--- config.mk ---
export PLATFORM = sky130hd
export DESIGN_NAME = msi_queue
export DESIGN_NICKNAME = d
export VERILOG_FILES = /design/src/msi_pkg.sv /design/src/msi_queue.sv
export SDC_FILE = /design/constraint.sdc
export NUM_CORES = 1
export LEC_CHECK = 0
export ABC_AREA = 1
export BUFFER_PORTS_ARGS = -buffer_cell sky130_fd_sc_hd__buf_2
export CAP_MARGIN = 30
export CORE_ASPECT_RATIO = 1.25
export CORE_MARGIN = 2
export CORE_UTILIZATION = 40
export CTS_CLUSTER_DIAMETER = 40
export DETAILED_ROUTE_END_ITERATION = 12
export GPL_TIMING_DRIVEN = 1
export SYNTH_ARGS = -nofsm -noshare
export SYNTH_HDL_FRONTEND = slang
export SYNTH_SLANG_ARGS = --single-unit
--- constraint.sdc ---
create_clock -name clk -period 3 [get_ports clk]
set_input_delay 0.15 -clock clk [delete_from_list [all_inputs] [get_ports clk]]
set_output_delay 0.15 -clock clk [all_outputs]
set_load 0.01 [all_outputs]
--- src/msi_pkg.sv ---
/*
  shared widths, counts and the vector table write word of the msi
  interrupt controller
  rtl files pull it in with a wildcard import inside the module body
*/
package msi_pkg;

	// ==========================================================
	// priorities and cores
	// ==========================================================
	localparam int NUM_PRI = 15;	// queues 1..15, priority 0 is never queued
	localparam int PRI_W = 4;
	localparam int CORE_W = 6;
	localparam logic [CORE_W-1:0] BCAST_CORE = 6'd63;	// accepted by every core

	// ==========================================================
	// vector table and message words
	// ==========================================================
	localparam int VEC_W = 6;
	localparam int NUM_VEC = 64;	// one entry per vector number
	localparam int ADR_W = 40;	// isr address
	localparam int DAT_W = 32;	// isr data and message data
	localparam int MSG_W = VEC_W + DAT_W;	// queued word is {vector, data}

	// per priority queue
	localparam int QDEPTH = 4;
	localparam int QPTR_W = $clog2(QDEPTH);	// pointers wrap, so keep QDEPTH a power of two

	// table write word
	// the address half takes the whole word
	// the control half keeps data in the low bits and the mask above it
	typedef union packed {
		logic [ADR_W-1:0] adr_view;	// whalf = 0
		struct packed {
			logic [ADR_W-DAT_W-2:0] resv;	// write as zero
			logic mask;	// 1 = entry masked
			logic [DAT_W-1:0] dat;	// isr data word
		} ctl_view;	// whalf = 1
	} vt_wword_u;

endpackage

--- src/msi_queue.sv ---
/*
  small synchronous fifo for the messages of one priority
  head word is valid whenever the queue is not empty
  writes to a full queue and pops of an empty queue are ignored
*/
`timescale 1ns/10ps

module msi_queue (
	input  logic clk,
	input  logic rst,
	input  logic wr_i,
	input  logic [msi_pkg::MSG_W-1:0] din_i,
	input  logic rd_i,	// pop the head on this edge
	output logic empty_o,
	output logic full_o,
	output logic [msi_pkg::MSG_W-1:0] dout_o	// head word
);
	import msi_pkg::*;

	logic [MSG_W-1:0] mem [QDEPTH];	// circular buffer
	logic [QPTR_W-1:0] wr_ptr;
	logic [QPTR_W-1:0] rd_ptr;
	logic [QPTR_W:0] count;	// 0..QDEPTH
	logic do_wr;
	logic do_rd;

	// ==========================================================
	// flags and qualified strobes
	// ==========================================================
	assign empty_o = (count == '0);
	assign full_o = (count == (QPTR_W+1)'(QDEPTH));
	assign do_wr = wr_i && !full_o;	// full queue drops the write
	assign do_rd = rd_i && !empty_o;

	// storage
	always_ff @(posedge clk) begin
		if (do_wr)
			mem[wr_ptr] <= din_i;
	end

	assign dout_o = mem[rd_ptr];	// first in, first out

	// ==========================================================
	// pointers and fill count
	// ==========================================================
	always_ff @(posedge clk) begin
		if (rst) begin
			wr_ptr <= '0;
			rd_ptr <= '0;
			count <= '0;
		end
		else begin
			if (do_wr)
				wr_ptr <= wr_ptr + 1'b1;	// natural wrap
			if (do_rd)
				rd_ptr <= rd_ptr + 1'b1;
			case ({do_wr, do_rd})
				2'b10: count <= count + 1'b1;
				2'b01: count <= count - 1'b1;
				default: count <= count;	// both or neither
			endcase
		end
	end

endmodule

# After elaboration in Yosys (flattened, before gate mapping)
# Memory sizes are Yosys's and may differ from the RTL's. A register that Yosys moved wholly into a read port is not among the register bits.
# Index checks and enable logic that the tools add are counted.
# word_totals
ff_bits	7
ram_bits	152
wordCells	22
memories	1
# mem_list
memory	depth	word_bits	read_ports	rd_ports_with_merged_regs	write_ports	line	rtl
mem	4	38	1	1	1	msi_queue.sv:20	logic [MSG_W-1:0] mem [QDEPTH];
# classes
add_sub_neg	4
n_eq_ne	3
muxes	5
reduce_logical	6
# op_table
operator	n
$pmux W3 S2	1
$add A2 B1 Y2 const B	2
$mux W2	2
$add A3 B1 Y3 const B	1
$eq A3 B3 Y1 const B	1
$logic_not A3 Y1	1
$sub A3 B1 Y3 const B	1
$eq A2 B1 Y1 const B	1
$eq A2 B2 Y1 const B	1
$logic_and A1 B1 Y1	2
$logic_not A1 Y1	2
$mux W1	2
$reduce_bool A2 Y1	1

# Logic depth before layout (Yosys ltp)
# depth
depth_word	5
ltp_mapped	13
mapped_depth_nobuf	13

# Least setup slack after synthesis
# No wires, ideal clock.
# synth_path
path_type	reg-to-reg
from	register count[1]
to	memory mem[0][0] in the netlist's numbering (enable)
arrival_ns	2.240
required_time_ns	2.567
slack_ns	0.327
stages_incl_launch_ff	5
n_path_buf	0
synth_period_minus_slack_ns	2.673
cell_sequence	dfxtp_1 -> nor2_1 -> nand2_1 -> nand2_1 -> nor2_1
# synth_via
elab_chain_cells	5
# synth_lines
element	line	rtl
start, declared	msi_queue.sv:23	logic [QPTR_W:0] count;
start signal, assigned	msi_queue.sv:58	2'b10: count <= count + 1'b1;
start signal, assigned	msi_queue.sv:59	2'b01: count <= count - 1'b1;
start signal, assigned	msi_queue.sv:60	default: count <= count;
$eq A3 B3 Y1	msi_queue.sv:31	assign full_o = (count == (QPTR_W+1)'(QDEPTH));
$logic_not A1 Y1	msi_queue.sv:32	assign do_wr = wr_i && !full_o;
$logic_and A1 B1 Y1	msi_queue.sv:32	
$mux W1	msi_queue.sv:37	if (do_wr)
$mux W1 (not written as such)	msi_queue.sv:38	mem[wr_ptr] <= din_i;
end, declared	msi_queue.sv:20	
# Every way passes these cells.

==> impl_metrics.yaml <==
critical_path:
  crit_arrival_ps: 2250
  endpoint_kind: "primary output"
  cp.required_ps: 2850
  cp-start-kind: "flip-flop"
  slowest_stage: "dfxtp_1"
  crit_path_cell_trace: "inv_2 -> o21ai_0 -> o22ai_1 -> buf_2"
  critical_path_class: "flip-flop to primary output"
  cp_num_buf_inv: 2
  crit_fanout: 38
  cp_top_family: "flip-flops"
  worst_path_largest_cell_delay_ps: 820
cts:
  clock_latency_ps: 420
  ctsResizeCount: 0
  clk_path_buf_depth: 2
  cts.sinks: 161
  cts_buffers: 17
  cts_root_buf: "clkbuf_16"
  tritoncts: "yes"
  cts_setup_buffers: 0
  h-tree-depth: 4
  clkTransAtPathRegs_ps: 60
sta:
  fmax_mhz: 417.2
  fin_crit_sh: 0.7991
  tns_ps: 0
  slew_violations: 0
  fin_skew_ps: 7.237
  timing.final.hold_violations: 0
  setup_violations: 0
  rsz0062_at_grt: "false"
  worst_pin_slew_ps: 774.7
  maxSlewHeadroom: 0.4828
  min_period_ps: 2397
yosys:
  synth_area_um2: 6123
  ys.flop_type: "edfxtp_1"
  synth_fp_nets: 486
  yosys_warnings: 0
  yosysUniqueCellTypes: 18
  synthAdderAreaFrac: 0.01349
  yosys.area_share.simple: 0.06600
  synth_compound_area_frac: 0.1067
  synth-xor-area-share: 0
  ys_seq_area_frac: 0.7748
  syn_area_per_cell_um2: 13.98
  synth_mux_area_frac: 0
  ys_ff_latch: 161
  netlist_instances: 438
  synth_top_family_by_area: "compound AO/OA/AOI/OAI gates"
  synth_edf_count: 152
  synth-async-reset-ratio: 0
placement:
  place.gp.congestion: 0.7320
  portBuffers: 81
  dp_hpwl_um: 7718
global_route:
  grt_start_max_net_pins: 48
  antenna_found_initial: 0
  track_usage: 0.1598
  grt_overflow_total: 0
  first_global_vias: 3871
  grt_pass1_wl_um: 19780
finish:
  drive_gt1_frac: 0.2240
  finalNetCount: 611
  post-route-util: 0.5132
  area_growth_pct: 25.32
  diodes: 0
run_status:
  status: "finished clean"
job:
  max_cap_violations: 0
drt:
  initialDrtViolationCount: 228
  viasPerCell: 5.054
  first_pass_iters: 4
  drc: 0
  ant_nets: 0
  drt-total-wl_um: 12500
  routedWlPerCell_um: 16.49
  dr_total_vias: 3831
die:
  fp-row-count: 50
  die-area_um2: 16320
  die_y_um: 142.3
  die_width_um: 114.7
  coreArea_um2: 14950
  initial_core_util: 0.4095
  io_pins: 82
power_and_ir_drop:
  vdd_drop_max_v: 0.0004789
  powerDensity_nw_per_um2: 811.5
  p_leak_uw: 0.002772
worst_hold_path:
  worst_hold_path_type: "primary input to flip-flop"
==> metal layers <==
layer  track usage  up-vias  part of all wire
li1              -     1859                 -
met1        0.1922     1869              0.42
met2        0.2716       83              0.52
met3       0.04429       20             0.043
met4       0.06354        0             0.017
met5             0        -                 0
==> cells in the mapped netlist, types with 5 or more instances <==
library cell,n,area (um^2)
o22ai_1,38,237.7
o21ai_1,8,40.04
nand2_1,15,56.30
inv_1,18,67.56
nand3_1,5,25.02
nor2_1,86,322.8
clkbuf_1,5,18.77
a21oi_1,5,25.02
dfxtp_1,9,180.2
o21ai_0,70,350.3
buf_4,5,37.54
buf_6,6,67.56
ha_1,5,62.56
edfxtp_1,152,4564
==> kinds of logic after synthesis <==
kind of cell               Yosys count
and+or+nand+nor                    106
DFF                                161
buffers and inverters               44
adders and majority gates            6
AOI/OAI and AO/OA                  121
==> where the power goes <==
group	switching, uW	internal [uW]
logic	871	483
registers	103	2670
clock network	864	1230
total	1840	4390
==> layout make-up <==
type                    count  area (um^2)
clock buffers              17        425.4
clock inverters            15        158.9
fillers                  1242         7278
inverters                  20        75.07
multi-input cells         233         1170
flip-flops and latches    161         4746
well taps                 182        227.7
repair buffers            130        870.8
==> what timing repair did <==
item / 4_1_cts / 5_1_grt
hold buffers: 39 / 0
endpoints found under the setup margin: 0 / 0
hold endpoints to repair: 156 / 0
==> tightest hold or removal path: stages <==
cell and delay (ps):
buf_2 110, nand3_1 70, a21oi_1 60
==> through the flow <==
stage	cell area (um^2)	hold slack [ps]	power (uW)	worst slack (ps)	std cells
global route	7674	19.12	6532	337.1	758
floorplan	6123	219.1	3670	326.6	438
detailed placement	6699	368.5	4162	858.5	687
finish	7674	21.10	6227	602.8	758
CTS	7674	1.245	6296	534.0	758
global placement	6699	363.2	4132	995.1	687
==> registers in the layout, summed over array words and instances (netlist names), named ones only <==
name	flops
count	3
mem	152
rd_ptr	2
wr_ptr	2
==> path summary, 6_finish.rpt <==
kind / end / startpoint / cells past startpoint / slack [ps]
worst min-delay path: wr_ptr[1]$_SDFFE_PP0P_ / wr_i / 3 / 20
worst min register to register: wr_ptr[1]$_SDFFE_PP0P_ / wr_ptr[1]$_SDFFE_PP0P_ / 2 / 510
worst max register to register: count[2]$_SDFFE_PP0P_ / count[1]$_SDFFE_PP0P_ / 12 / 830
worst max-delay path: dout_o[34] / flip-flop / 4 / 600
==> cell usage in the layout, fill, tap and decap left out <==
master	n
inv_6	3
clkinvlp_4	4
buf_2	81
ha_1	5
dfxtp_1	8
bufinv_16	2
o21ai_0	70
clkbuf_16	17
inv_8	1
o21ai_1	8
inv_2	2
clkinv_2	2
dfxtp_2	1
a21oi_1	5
inv_1	18
dlygate4sd3_1	39
o22ai_1	38
nor2_4	4
edfxtp_1	152
nand3_1	5
fa_1	1
clkinv_4	2
buf_4	10
clkinv_1	1
nor2_1	82
nand2_1	15
(Power assumes the default switching activity.)
