**config.mk**
```make
export PLATFORM = sky130hd
export DESIGN_NAME = msi_intake
export DESIGN_NICKNAME = d
export VERILOG_FILES = /design/src/msi_pkg.sv /design/src/msi_intake.sv
export SDC_FILE = /design/constraint.sdc
export NUM_CORES = 1
export LEC_CHECK = 0
export ABC_AREA = 1
export BUFFER_PORTS_ARGS = -buffer_cell sky130_fd_sc_hd__buf_2
export CAP_MARGIN = 10
export CORE_UTILIZATION = 34
export CTS_CLUSTER_DIAMETER = 30
export DETAILED_ROUTE_END_ITERATION = 10
export PLACE_DENSITY = 0.77
export SYNTH_ARGS = -nofsm -noshare
export SYNTH_HDL_FRONTEND = slang
export SYNTH_SLANG_ARGS = --single-unit
export TNS_END_PERCENT = 50
```
**constraint.sdc**
```tcl
create_clock -name clk -period 0.8 [get_ports clk]
set_input_delay 0.04 -clock clk [delete_from_list [all_inputs] [get_ports clk]]
set_output_delay 0.04 -clock clk [all_outputs]
set_load 0.01 [all_outputs]
```
**src/msi_pkg.sv**
```systemverilog
/*
  shared widths, counts and the vector table write word of the msi
  interrupt controller
  rtl files pull it in with a wildcard import inside the module body
*/
package msi_pkg;

	// ==========================================================
	// priorities and cores
	// ==========================================================
	localparam int NUM_PRI = 15;	// queues 1..15, priority 0 is never queued
	localparam int PRI_W = 4;
	localparam int CORE_W = 6;
	localparam logic [CORE_W-1:0] BCAST_CORE = 6'd63;	// accepted by every core

	// ==========================================================
	// vector table and message words
	// ==========================================================
	localparam int VEC_W = 6;
	localparam int NUM_VEC = 64;	// one entry per vector number
	localparam int ADR_W = 40;	// isr address
	localparam int DAT_W = 32;	// isr data and message data
	localparam int MSG_W = VEC_W + DAT_W;	// queued word is {vector, data}

	// per priority queue
	localparam int QDEPTH = 4;
	localparam int QPTR_W = $clog2(QDEPTH);	// pointers wrap, so keep QDEPTH a power of two

	// table write word
	// the address half takes the whole word
	// the control half keeps data in the low bits and the mask above it
	typedef union packed {
		logic [ADR_W-1:0] adr_view;	// whalf = 0
		struct packed {
			logic [ADR_W-DAT_W-2:0] resv;	// write as zero
			logic mask;	// 1 = entry masked
			logic [DAT_W-1:0] dat;	// isr data word
		} ctl_view;	// whalf = 1
	} vt_wword_u;

endpackage

```
**src/msi_intake.sv**
```systemverilog
/*
  message intake of the msi controller
  registers an incoming message, filters it by core and priority
  and raises the write strobe of the matching priority queue
  also holds the sticky queue-full flag
*/
`timescale 1ns/10ps

module msi_intake (
	input  logic clk,
	input  logic rst,
	input  logic msg_valid_i,	// one-cycle strobe
	input  logic [msi_pkg::CORE_W-1:0] msg_core_i,
	input  logic [msi_pkg::PRI_W-1:0] msg_pri_i,
	input  logic [msi_pkg::VEC_W-1:0] msg_vec_i,
	input  logic [msi_pkg::DAT_W-1:0] msg_dat_i,
	input  logic [msi_pkg::CORE_W-1:0] coreno_i,	// this core's number
	input  logic [msi_pkg::NUM_PRI:1] q_full_i,
	input  logic full_clr_i,
	output logic [msi_pkg::NUM_PRI:1] q_wr_o,	// one-hot, bit = priority
	output logic [msi_pkg::MSG_W-1:0] q_din_o,	// shared by all queues
	output logic que_full_o
);
	import msi_pkg::*;

	logic core_hit;
	logic accept;
	logic [NUM_PRI:1] wr_dec;	// decoded strobe before the register

	assign core_hit = (msg_core_i == coreno_i) || (msg_core_i == BCAST_CORE);
	assign accept = msg_valid_i && core_hit && (msg_pri_i != '0);	// pri 0 dropped

	// priority number to one-hot queue select
	always_comb begin
		wr_dec = '0;
		for (int p = 1; p <= NUM_PRI; p++)
			wr_dec[p] = accept && (msg_pri_i == PRI_W'(p));
	end

	// strobe lands in the queue one edge after the message was sampled
	always_ff @(posedge clk) begin
		if (rst)
			q_wr_o <= '0;
		else
			q_wr_o <= wr_dec;
	end

	always_ff @(posedge clk)
		q_din_o <= {msg_vec_i, msg_dat_i};	// message word

	// sticky overflow flag
	// a write that meets a full queue is lost, set wins over clear
	always_ff @(posedge clk) begin
		if (rst)
			que_full_o <= 1'b0;
		else if (|(q_wr_o & q_full_i))
			que_full_o <= 1'b1;
		else if (full_clr_i)
			que_full_o <= 1'b0;
	end

endmodule

```
# ---- Word-level counts from Yosys, hierarchy flattened
# Cells that the tools add are included.
dict set report totals {
  inputBits 73
  ff_bits 54
  output_inout_bits 54
}
dict set report op_classes {
  bitwise 1
  eq_ne 17
  reduce_logical 21
  mux 2
}
# op n
set op_table {}
lappend op_table {{$eq 4x4->1 const B} 8}
lappend op_table {{$logic_and 1x1->1} 17}
lappend op_table {{$eq 4x3->1 const B} 4}
lappend op_table {{$and 15x15->15} 1}
lappend op_table {{$reduce_or 15->1} 1}
lappend op_table {{$eq 4x2->1 const B} 2}
lappend op_table {{$eq 6x6->1} 1}
lappend op_table {{$eq 6x6->1 const B} 1}
lappend op_table {{$eq 4x1->1 const B} 1}
lappend op_table {{$reduce_bool 4->1} 1}
lappend op_table {{$mux 1} 2}
lappend op_table {{$reduce_bool 2->1} 1}
lappend op_table {{$logic_or 1x1->1} 1}

# ---- Depth between registers and ports, before layout
dict set report depth {
  depth_word 5
  mapped_depth 9
}

# ---- Worst setup path after synthesis
# OpenSTA, ideal clock, no wires.
dict set report synth_timing {
  path_type {reg-to-reg}
  start {register q_wr_o[8] (netlist bit)}
  end {register que_full_o}
  stages_incl_launch_ff 7
  period_less_slack_ns 0.827
  slack_ns -0.027
  required_time_ns 0.688
  arrival_time_ns 0.715
  setup_ns 0.112
  path_cell_list {dfxtp_1 -> nand2_1 -> nand2_1 -> nor2_1 -> nand4_1 -> nor2_1 -> nor2_1}
}
dict set report synth_between {
  elab_chain_len 3
}
# element line
set synth_lines {}
lappend synth_lines {{from (decl)} msi_intake.sv:20} ;# output logic [msi_pkg::NUM_PRI:1] q_wr_o,
lappend synth_lines {{from (signal assigned)} msi_intake.sv:45} ;# q_wr_o <= wr_dec;
lappend synth_lines {{$and 15x15->15 (*)} msi_intake.sv:56} ;# else if (|(q_wr_o & q_full_i))
lappend synth_lines {{$reduce_or 15->1 (*)} msi_intake.sv:56}
lappend synth_lines {{$mux 1 / $reduce_bool 2->1 (equally long branches)} n/a}
lappend synth_lines {{to (signal assigned)} msi_intake.sv:55} ;# que_full_o <= 1'b0;
lappend synth_lines {{to (signal assigned)} msi_intake.sv:57} ;# que_full_o <= 1'b1;
lappend synth_lines {{to (signal assigned)} msi_intake.sv:59} ;# que_full_o <= 1'b0;
lappend synth_lines {{to (decl)} msi_intake.sv:22} ;# output logic que_full_o
# Every way passes the cells marked *; elsewhere a longest branch is shown, timed or not.
# A chain may end at the register's enable or synchronous reset.

# ---- Final worst setup path
dict set report layout_timing {
  start {register q_wr_o[3] (netlist bit)}
  end {output q_wr_o[3] (netlist bit)}
}
# No word-level cell between the ends.

==> summary.txt <==
Cell Pwr Density - 1720 mW/mm2
total of flip-flops plus latches after synthesis - 54
Worst Setup Slack post-DPL - -180 ps
final count of pins violating max slew - 0
path class of the lowest-slack min-delay path - in -> reg
endpoints failing hold - 0
capture point of the worst reg-to-reg path - que_full_o$_SDFFE_PP0P_
maximum clock rate - 1090 MHz
worst-path fanout max - 2
total placed cells including tap cells - 356
max cap viols - 0
count of antenna diodes in the layout - 0
global-route wire length before repair - 7.36 mm
hold-critical path endpoint - q_wr_o[12]$_SDFF_PP0_
number of buffers inserted during clock tree synthesis - 5
DRC errors left - 0
share of synthesized area occupied by flip-flops and latches - 0.689
count of different cell masters after synthesis - 12
Core ar. - 0.00438 mm2
overall via count from detail_route - 1731
number of cells traversed by the worst register-to-register path - 6
Critical Path Sink Type - output pin
antenna violations before repair - 0
PortBufs - 126
insertion delay to the later sink of the worst-skew pair - 300 ps
unrepaired setup endpoints after global routing - yes
vias in the first global route - 1675
total wirelength of the detailed-routed design - 5.18 mm
post-route total power - 5320 uW
Iteration-0 DRC Markers - 31
most common cell after layout, fill and taps aside - sky130_fd_sc_hd__buf_2
non-filler instance count after layout - 405
critical-path cell list - buf_4, buf_6
ratio of routed vias to standard cells - 4.27
total global routing track utilization - 0.196
buffer levels on the longest clock path - 2
number of warnings reported in the yosys synthesis log - 0
start-to-end type of the worst setup path - reg -> out
hold path cells - 4
worst slew slack as a fraction of its limit - 0.761
Post-Route Utilization - 0.706
setup skew after layout - 0.904 ps
critical path startpoint category - flip-flop
Syn Inst Count - 168
Worst-path clk slew - 90 ps
register-to-register setup slack - -120 ps
HPWL after DPL - 2.96 mm
Worst EP required - 760 ps
final period utilization - 1.15
hold path startpoint - msg_pri_i[1]
Setup-failing EPs final - 10
remaining antenna violation count - 0
initial cell density of the core - 0.358
remaining global-route overflow - 0
site row count - 24
largest vdd supply drop - 0.00120 V
area grow syn2layout - 97.3%
final-stage net count - 425
final setup margin - -121 ps
violated checks - setup timing
overall die width - 69.9 um
pin count of the biggest net entering global routing - 18
wire length per cell - 12.8 um
average footprint of a synthesized cell - 9.34 um2
most frequent cells in the layout - sky130_fd_sc_hd__buf_2, sky130_fd_sc_hd__nand2_1, sky130_fd_sc_hd__dlygate4sd3_1, sky130_fd_sc_hd__buf_6, sky130_fd_sc_hd__dfxtp_2
final weighted congestion in routability-driven placement - 0.805
Critical Path Slowest Stage Cell - sky130_fd_sc_hd__dfxtp_2
share of final-layout standard cells stronger than drive strength 1 - 0.552
highest cell delay on the worst timing path - 340 ps
Top Ports - 127
minimum clock period - 921 ps
Synth Cell Area - 0.00157 mm2
leakage power - 0.00156 uW
master cell of the clock root buffer - sky130_fd_sc_hd__clkbuf_8
overall die area - 0.00489 mm2
reg-to-reg startpoint - q_wr_o[15]$_SDFF_PP0_
Sink Count - 54
data arrival time of the worst path - 880 ps
Critical Path Source - q_wr_o[3]$_SDFF_PP0_
Synth Net Count - 241
Tightest Pin Transition - 356 ps
Die Span Y - 69.9 um
clock tree from TritonCTS - done
outcome - complete, but fails checks
# H-tree levels - 2
drt pass-1 iters - 4
==> sequential cells by signal (all words and copies together), names as in the netlist <==
register / count
q_din_o: 38
q_wr_o: 15
que_full_o: 1
==> synthesized netlist by cell type, drive strengths merged <==
| master | n | share of area |
|---|---|---|
| dfxtp | 54 | 0.69 |
| nor3 | 5 | 0.016 |
| buf | 1 | 0.0072 |
| o21a | 1 | 0.0048 |
| a31oi | 1 | 0.0040 |
| nand4 | 2 | 0.0080 |
| nand2 | 54 | 0.13 |
| nor2 | 25 | 0.076 |
| inv | 19 | 0.045 |
| nand3 | 6 | 0.019 |
==> area by class of cell <==
type	count	area [um2]
multi-input cells	94	420
fillers	321	1290
clock inverters	3	43.8
repair buffers	178	1310
well taps	52	65.1
flip-flops and latches	54	1120
clock buffers	5	68.8
inverters	19	71.3
==> layer usage <==
| layer | wire, um | vias to the layer above | GRT usage |
|---|---|---|---|
| met5 | 0 | - | 0 |
| li1 | - | 872 | - |
| met4 | 170 | 0 | 0.0667 |
| met1 | 1760 | 765 | 0.184 |
| met3 | 354 | 16 | 0.0592 |
| met2 | 2890 | 78 | 0.393 |
==> power breakdown <==
part / internal [uW] / switching (uW) / leakage [uW] / total (uW)
clock network: 938 / 853 / 0.0000585 / 1790
registers: 2800 / 41.1 / 0.000457 / 2840
logic: 421 / 271 / 0.00105 / 692
==> worst max-delay path by stage <==
| stage | to | slack, ps | cells past startpoint |
|---|---|---|---|
| floorplan | que_full_o$_SDFFE_PP0P_ | -8 | 6 |
| global placement | q_wr_o[11]$_SDFF_PP0_ | -150 | 7 |
| detailed placement | q_wr_o[15]$_SDFF_PP0_ | -180 | 7 |
| CTS | que_full_o$_SDFFE_PP0P_ | -100 | 6 |
| global route | que_full_o$_SDFFE_PP0P_ | -170 | 6 |
| finish | q_wr_o[3] | -120 | 2 |
==> critical path, delay by kind of cell (launching register included) <==
kind,cells,cell delay (ps)
buf+inv,2,240
flops,1,340
==> what timing repair did <==
action                     4_1_cts  5_1_grt
pin swaps                        0        8
gates resized for setup         25       37
setup buffers                    0        3
setup endpoints to repair       22       53
hold endpoints to repair        38        0
hold buffers                    38        0
==> stage by stage <==
step | instance area (um2) | TNS [ps] | hold WS (ps)
2_1_floorplan | 1580 | -8.07 | 67.7
3_3_place_gp | 2340 | -2140 | 142
3_5_place_dp | 2340 | -2510 | 144
4_1_cts | 2940 | -231 | 44.8
5_1_grt | 3100 | -1630 | 63.2
6_report | 3100 | -507 | 54.7
==> logic make-up after synthesis <==
kind of cell	synth area share
buffers and inverters	0.0526
DFF	0.689
and+or+nand+nor	0.250
AOI/OAI and AO/OA	0.00878
(Power assumes the default switching activity.)
