--- config.mk ---
export PLATFORM = sky130hd
export DESIGN_NAME = msi_arbiter
export DESIGN_NICKNAME = d
export VERILOG_FILES = /design/src/msi_pkg.sv /design/src/msi_arbiter.sv
export SDC_FILE = /design/constraint.sdc
export NUM_CORES = 1
export LEC_CHECK = 0
export BUFFER_PORTS_ARGS = -buffer_cell sky130_fd_sc_hd__buf_2
export CORE_AREA = 2 2 296 298
export CTS_CLUSTER_SIZE = 10
export DETAILED_ROUTE_END_ITERATION = 10
export DIE_AREA = 0 0 298 300
export GPL_ROUTABILITY_DRIVEN = 0
export GPL_TIMING_DRIVEN = 0
export PLACE_DENSITY = 0.36
export REMOVE_ABC_BUFFERS = 1
export SLEW_MARGIN = 40
export SYNTH_ARGS = -nofsm -noshare
export SYNTH_HDL_FRONTEND = slang
export SYNTH_SLANG_ARGS = --single-unit
--- constraint.sdc ---
create_clock -name clk -period 18 [get_ports clk]
set_input_delay 5.4 -clock clk [delete_from_list [all_inputs] [get_ports clk]]
set_output_delay 5.4 -clock clk [all_outputs]
set_load 0.01 [all_outputs]
--- src/msi_pkg.sv ---
/*
  shared widths, counts and the vector table write word of the msi
  interrupt controller
  rtl files pull it in with a wildcard import inside the module body
*/
package msi_pkg;

	// ==========================================================
	// priorities and cores
	// ==========================================================
	localparam int NUM_PRI = 15;	// queues 1..15, priority 0 is never queued
	localparam int PRI_W = 4;
	localparam int CORE_W = 6;
	localparam logic [CORE_W-1:0] BCAST_CORE = 6'd63;	// accepted by every core

	// ==========================================================
	// vector table and message words
	// ==========================================================
	localparam int VEC_W = 6;
	localparam int NUM_VEC = 64;	// one entry per vector number
	localparam int ADR_W = 40;	// isr address
	localparam int DAT_W = 32;	// isr data and message data
	localparam int MSG_W = VEC_W + DAT_W;	// queued word is {vector, data}

	// per priority queue
	localparam int QDEPTH = 4;
	localparam int QPTR_W = $clog2(QDEPTH);	// pointers wrap, so keep QDEPTH a power of two

	// table write word
	// the address half takes the whole word
	// the control half keeps data in the low bits and the mask above it
	typedef union packed {
		logic [ADR_W-1:0] adr_view;	// whalf = 0
		struct packed {
			logic [ADR_W-DAT_W-2:0] resv;	// write as zero
			logic mask;	// 1 = entry masked
			logic [DAT_W-1:0] dat;	// isr data word
		} ctl_view;	// whalf = 1
	} vt_wword_u;

endpackage

--- src/msi_arbiter.sv ---
/*
  interrupt arbiter of the msi controller
  picks the highest waiting priority above ipl, pops it, looks up the
  vector and holds irq with address, data and priority until the ack
  sequence is idle, lookup, present
*/
`timescale 1ns/10ps

module msi_arbiter (
	input  logic clk,
	input  logic rst,
	input  logic [msi_pkg::NUM_PRI:1] q_empty_i,
	input  logic [msi_pkg::NUM_PRI:1][msi_pkg::MSG_W-1:0] q_head_i,
	input  logic [msi_pkg::PRI_W-1:0] ipl_i,	// core's current level
	input  logic irq_ack_i,
	input  logic vt_mask_i,
	input  logic [msi_pkg::ADR_W-1:0] vt_adr_i,
	input  logic [msi_pkg::DAT_W-1:0] vt_dat_i,
	output logic [msi_pkg::NUM_PRI:1] q_rd_o,	// pop strobes
	output logic [msi_pkg::VEC_W-1:0] vt_ridx_o,
	output logic irq_o,
	output logic [msi_pkg::ADR_W-1:0] ivect_o,	// isr address
	output logic [msi_pkg::DAT_W-1:0] idat_o,
	output logic [msi_pkg::PRI_W-1:0] ipri_o
);
	import msi_pkg::*;

	logic lkup_q;	// lookup state, table entry arrives
	logic pres_q;	// present state, irq held
	logic idle;
	logic found;
	logic [PRI_W-1:0] sel_pri;	// highest non-empty queue
	logic take;
	logic [MSG_W-1:0] head;
	logic [VEC_W-1:0] vec_q;
	logic [DAT_W-1:0] dat_q;	// message data of the popped word

	// ==========================================================
	// priority encoder
	// ==========================================================
	always_comb begin
		found = 1'b0;
		sel_pri = '0;
		for (int p = 1; p <= NUM_PRI; p++) begin
			if (!q_empty_i[p]) begin
				found = 1'b1;
				sel_pri = PRI_W'(p);	// later wins, so highest
			end
		end
	end

	assign idle = !lkup_q && !pres_q;
	assign take = idle && found && (sel_pri > ipl_i);	// lower ones wait
	assign head = q_head_i[sel_pri];

	always_comb begin
		q_rd_o = '0;
		if (take)
			q_rd_o[sel_pri] = 1'b1;
	end

	// table read is registered, entry shows up in lookup
	assign vt_ridx_o = idle ? head[MSG_W-1:DAT_W] : vec_q;

	// ==========================================================
	// sequence
	// ==========================================================
	always_ff @(posedge clk) begin
		if (rst) begin
			lkup_q <= 1'b0;
			pres_q <= 1'b0;
		end
		else begin
			lkup_q <= take;	// lookup lasts one cycle
			if (lkup_q && !vt_mask_i)
				pres_q <= 1'b1;	// masked entry goes back to idle
			else if (irq_ack_i)
				pres_q <= 1'b0;
		end
	end

	assign irq_o = pres_q;

	// latched on pop and on lookup, stable for the whole present state
	always_ff @(posedge clk) begin
		if (take) begin
			vec_q <= head[MSG_W-1:DAT_W];
			dat_q <= head[DAT_W-1:0];
			ipri_o <= sel_pri;
		end
		if (lkup_q) begin
			ivect_o <= vt_adr_i;
			idat_o <= dat_q;	// message data goes out as it came in
		end
	end

endmodule

Word-level counts from Yosys, hierarchy flattened
Index checks and enable logic that the tools add are counted.

storage, ports and cells
  output and inout bits = 98
  bits of input ports = 665
  word-level logic and storage cells = 57
  flip-flop bits (word level) = 116

operators by class
  $lt $le $gt $ge = 3
  reductions and logical operators = 9
  multiplexer cells = 38

operators by type and width
  operator                                                                       number
  38-bit binary-select mux with 4-bit select                                     1
  4-bit 2-to-1 mux                                                               14
  38-bit 2-to-1 mux                                                              1
  1-bit 2-to-1 mux                                                               19
  15-bit 2-to-1 mux                                                              1
  6-bit 2-to-1 mux                                                               1
  1-bit logical AND                                                              5
  4-bit by 5-bit less-than comparator with 1-bit output (second input constant)  1
  1-bit demux with 4-bit select                                                  1
  4-bit by 1-bit >= comparator with 1-bit output (second input constant)         1
  4-bit > comparator                                                             1
  1-bit logical NOT                                                              3
  2-bit nonzero test                                                             1

Longest topological paths before layout
  depth after elaboration = 20
  depth in mapped cells = 14
  gate-level depth less buffers = 11

Least setup slack after synthesis
No wires, ideal clock.

  kind = input-to-output
  start = in q_empty_i[3] (netlist name)
  end = out q_rd_o[1] (netlist name)
  stages = 13
  slack = 2.527 ns
  arrival time = 10.073 ns
  cells stage by stage = nand2_1 -> a311o_1 -> a21oi_2 -> inv_2 -> buf_4 -> buf_2 -> ha_1 -> nand3_1 -> o22ai_1 -> o221ai_1 -> a41oi_1 -> nand2_1 -> nor3_1

between the ends
  elaborated cells between the ends (all ways) = 35

RTL lines
  what                            line               RTL
  start, declared                 msi_arbiter.sv:12  input logic [msi_pkg::NUM_PRI:1] q_empty_i,
  4-bit 2-to-1 mux (13 in a row)  msi_arbiter.sv:45  if (!q_empty_i[p]) begin
  named net sel_pri[1]            msi_arbiter.sv:32  logic [PRI_W-1:0] sel_pri;
  4-bit > comparator              msi_arbiter.sv:53  assign take = idle && found && (sel_pri > ipl_i);
  1-bit logical AND               msi_arbiter.sv:53
  named net take                  msi_arbiter.sv:33  logic take;
  15-bit 2-to-1 mux               msi_arbiter.sv:58  if (take)
  end, declared                   msi_arbiter.sv:19  output logic [msi_pkg::NUM_PRI:1] q_rd_o,

The timed path passes the listed nets, and every way through them passes these cells.

Worst setup path in the final report
  start = in q_empty_i[13] (netlist name)
  end = out q_rd_o[1] (netlist name)

between the ends
  elaborated cells between the ends (all ways) = 15

RTL lines
  what                                                                      line
  4-bit 2-to-1 mux / 1-bit 2-to-1 mux (equally long branches) (3 in a row)  msi_arbiter.sv:45
  4-bit > comparator / 1-bit logical AND (equally long branches)            msi_arbiter.sv:53
  1-bit logical AND (*)                                                     msi_arbiter.sv:53
  named net take                                                            msi_arbiter.sv:33
  15-bit 2-to-1 mux (*)                                                     msi_arbiter.sv:58

Mark *: on every way through the listed nets, which the timed path passes. The rest lies on a longest branch.

==> metrics.yaml <==
global_route:
  largest_net_degree_at_the_start_of_global_routing: 69
  gr-usage-met3: 0.02760
  globalRouteOverflowTotal: 0
  first_global_vias: 11063
  grtUsageMet1: 0.1278
  grt_first_pass_wirelength_mm: 75.11
  grt_use_met2: 0.2162
  grt-busiest-layer: "met2"
  global_route.usage.total: 0.1178
  grt_antenna_before_repair: 9
timing:
  hold_ws_ps: 410.9
  clock_period_minus_final_worst_setup_slack_ps: 14920
  slew_viol_final: 0
  hold_viol_final: 0
  final.setup_skew_ps: 22.80
  post-route-period-util: 0.8291
  least_margin_pin_slew_ps: 789.3
  grt_setup_unrepaired: "no"
  finalSetupViolations: 0
  max_clock_freq_ghz: 0.06701
  max-slew-margin-rel: 0.4725
cells_and_area:
  area_growth_pct: 68.79
  n_antenna_cell: 0
  drive_above_1_share: 0.5262
  num-fill-cells: 9837
  most-common-layout-cells: "sky130_fd_sc_hd__buf_2 (731), sky130_fd_sc_hd__mux2i_1 (159), sky130_fd_sc_hd__edfxtp_1 (114)"
  final-seq-area_mm2: 0.003467
  multiInputGateArea_mm2: 0.004961
  design_area_mm2: 0.01463
  fin_cells: 2736
  most_common_cell_after_layout_fill_and_taps_aside: "sky130_fd_sc_hd__buf_2"
  finalNetCount: 2237
outcome:
  status: "finished, final reports clean"
critical_path:
  critical_path_peak_fanout: 62
  worstReg2RegStart: "lkup_q$_SDFF_PP0_"
  r2r_slack_ps: 15280
  reg2reg_to: "dat_q[2]$_DFFE_PP_"
  crit_type: "in2out"
  cp.arrival_ps: 9520
  crit_path_top_delay_cell: "sky130_fd_sc_hd__a41oi_4"
  cp_num_buf_inv: 7
  setup.worst_path.start_class: "input port"
  worst_case_reg_to_reg_path_depth: 5
  critical_path.endpoint_type: "output pin"
  cp_cell_sequence: "buf_2 > clkinv_1 > a21oi_1 > nand2_4 > buf_12 > inv_8 > buf_16 > ha_1 > inv_1 > o221ai_1 > a41oi_4 > nand2_1 > nor3_1 > buf_2"
  path_depth: 14
  timing.critical_path.max_delay_family: "buffers and inverters"
  critical_path.startpoint: "q_empty_i[13]"
  required_ps: 12600
  critPathMaxStageDelay_ps: 490
  timing.critical_path.mode_cell: "sky130_fd_sc_hd__buf_2"
  crit_path_to: "q_rd_o[1]"
pwr:
  pwr_density_cell_mw_per_mm2: 66.45
  p_leak_nw: 6.477
  total_power_mw: 0.9723
  worst_ir_drop_vdd_v: 0.00006917
floorplan:
  rows: 108
  fp.dieH_um: 300
  coreArea_mm2: 0.08621
  floorplan.io_pins: 763
  initial_core_util: 0.1005
  fp.dieW_um: 298
  floorplan.die_area_mm2: 0.08940
clocking:
  ctsRootBufferMaster: "sky130_fd_sc_hd__clkbuf_16"
  cts-hold-fix-buffers: 0
  tritoncts.num_buffers: 17
  post_cts_resized: 0
  cts_tree: "done"
  path_clk_slew_ps: 70
  max-clock-path-buffers: 2
  clock_sinks: 116
  post_cts_buffers: 0
  htree_num_levels: 4
  clock_latency_ps: 470
detailed_routing:
  per_cell_via_count_in_the_routed_design: 3.811
  vias: 10426
  ant_nets: 0
  route.detailed.wl_per_inst_um: 20.31
  firstDrtPassIters: 5
  detail_route.iter0.violations: 613
  wl_mm: 55.58
  remaining_drc_errors: 0
logic_synthesis:
  post-synth-top-area-fraction: 0.3949
  synth.lib_cells_used.distinct: 55
  largest_cells_by_area_after_synthesis: "sky130_fd_sc_hd__edfxtp_1 (39%), sky130_fd_sc_hd__mux2i_1 (18%), sky130_fd_sc_hd__o22ai_1 (5.6%)"
  synth-edff-count: 114
  postSynthRegisterBits: 116
  synth-seq-area-share: 0.3995
  ys_warn_count: 0
  yosysTopAreaCell: "sky130_fd_sc_hd__edfxtp_1"
  netlist_instances: 862
  async_flop_share: 0
  synthesized_area_per_cell_um2: 10.06
  cell_area_after_technology_mapping_mm2: 0.008668
  yosys_most_used_dff: "sky130_fd_sc_hd__edfxtp_1"
placement:
  dp.cells: 2704
  post-dp-hpwl_mm: 46.81
  placement.io_buffers: 730
  place_area_mm2: 0.01404
job:
  drv.max_cap_violation_count: 0
worst_hold_path:
  holdCritPathClass: "reg2reg"
==> worst min path at each step <==
stage | start | endpoint | slack, ps | cells past startpoint
after floorplan | dat_q[0]$_DFFE_PP_ | idat_o[0]$_DFFE_PP_ | 400 | 0
after CTS | dat_q[2]$_DFFE_PP_ | idat_o[2]$_DFFE_PP_ | 410 | 0
final | dat_q[2]$_DFFE_PP_ | idat_o[2]$_DFFE_PP_ | 410 | 0
after detailed placement | dat_q[28]$_DFFE_PP_ | idat_o[28]$_DFFE_PP_ | 410 | 0
after global placement | dat_q[15]$_DFFE_PP_ | idat_o[15]$_DFFE_PP_ | 400 | 0
after global routing | dat_q[30]$_DFFE_PP_ | idat_o[30]$_DFFE_PP_ | 420 | 0
==> state kept, by name (all words and copies together), names as in the netlist <==
register / count
irq_o: 1
vec_q: 6
ivect_o: 40
lkup_q: 1
dat_q: 32
ipri_o: 4
idat_o: 32
==> per-layer routing <==
metal  up-vias  wire length (um)
met5         -                 0
met4         0              2139
met3        87              3709
met2       598             28600
met1      4916             21130
li1       4825                 -
==> through the flow <==
step	setup slack, ps	util	TNS [ps]
after floorplan	-781.8	-	-2202
after global placement	-7044	0.1562	-89150
after detailed placement	3070	0.1629	0
after CTS	3037	0.1697	0
after global routing	2792	0.1697	0
final	3076	0.1697	0
==> Yosys cell counts, types with 5 or more instances <==
| cell type | instances |
|---|---|
| sky130_fd_sc_hd__nand4_1 | 17 |
| sky130_fd_sc_hd__a32oi_1 | 10 |
| sky130_fd_sc_hd__clkbuf_1 | 39 |
| sky130_fd_sc_hd__nand2b_1 | 5 |
| sky130_fd_sc_hd__inv_1 | 19 |
| sky130_fd_sc_hd__mux2_1 | 32 |
| sky130_fd_sc_hd__nor2_1 | 46 |
| sky130_fd_sc_hd__edfxtp_1 | 114 |
| sky130_fd_sc_hd__a21oi_1 | 20 |
| sky130_fd_sc_hd__and3_1 | 6 |
| sky130_fd_sc_hd__mux2_2 | 18 |
| sky130_fd_sc_hd__buf_2 | 27 |
| sky130_fd_sc_hd__a22oi_1 | 34 |
| sky130_fd_sc_hd__nor2b_1 | 6 |
| sky130_fd_sc_hd__nand3_1 | 31 |
| sky130_fd_sc_hd__nand2_1 | 88 |
| sky130_fd_sc_hd__o22ai_1 | 77 |
| sky130_fd_sc_hd__nor3_1 | 8 |
| sky130_fd_sc_hd__mux2i_1 | 159 |
| sky130_fd_sc_hd__or4_1 | 22 |
| sky130_fd_sc_hd__or4b_1 | 10 |
| sky130_fd_sc_hd__a22o_1 | 5 |
==> area by class of cell <==
class                      instances  share of cell area
clock buffer                      17             0.02907
clock inverter                    15             0.01103
sequential                       116              0.2370
multi-input combinational        655              0.3391
tap                             1155             0.09877
timing repair buffer             756              0.2784
inverter                          22            0.006670
==> where the power goes <==
group	internal, mW	total (mW)	switching [mW]	leakage [nW]
clock	0.197	0.362	0.165	0.282
sequential	0.334	0.342	0.00815	1.10
combinational	0.123	0.268	0.145	5.10
==> logic make-up (layout without fill, tap and decap cells) <==
logic type	Yosys count	count (layout)	share of synthesized area
flip-flops	116	116	0.3995
AND/OR/NAND/NOR	249	249	0.1439
AO/OA/AOI/OAI	193	193	0.1585
adder cells (fa/ha/maj)	4	4	0.005774
buffers and inverters	91	810	0.04374
multiplexers	209	209	0.2486
No activity file was read; power rests on OpenSTA's default activity.
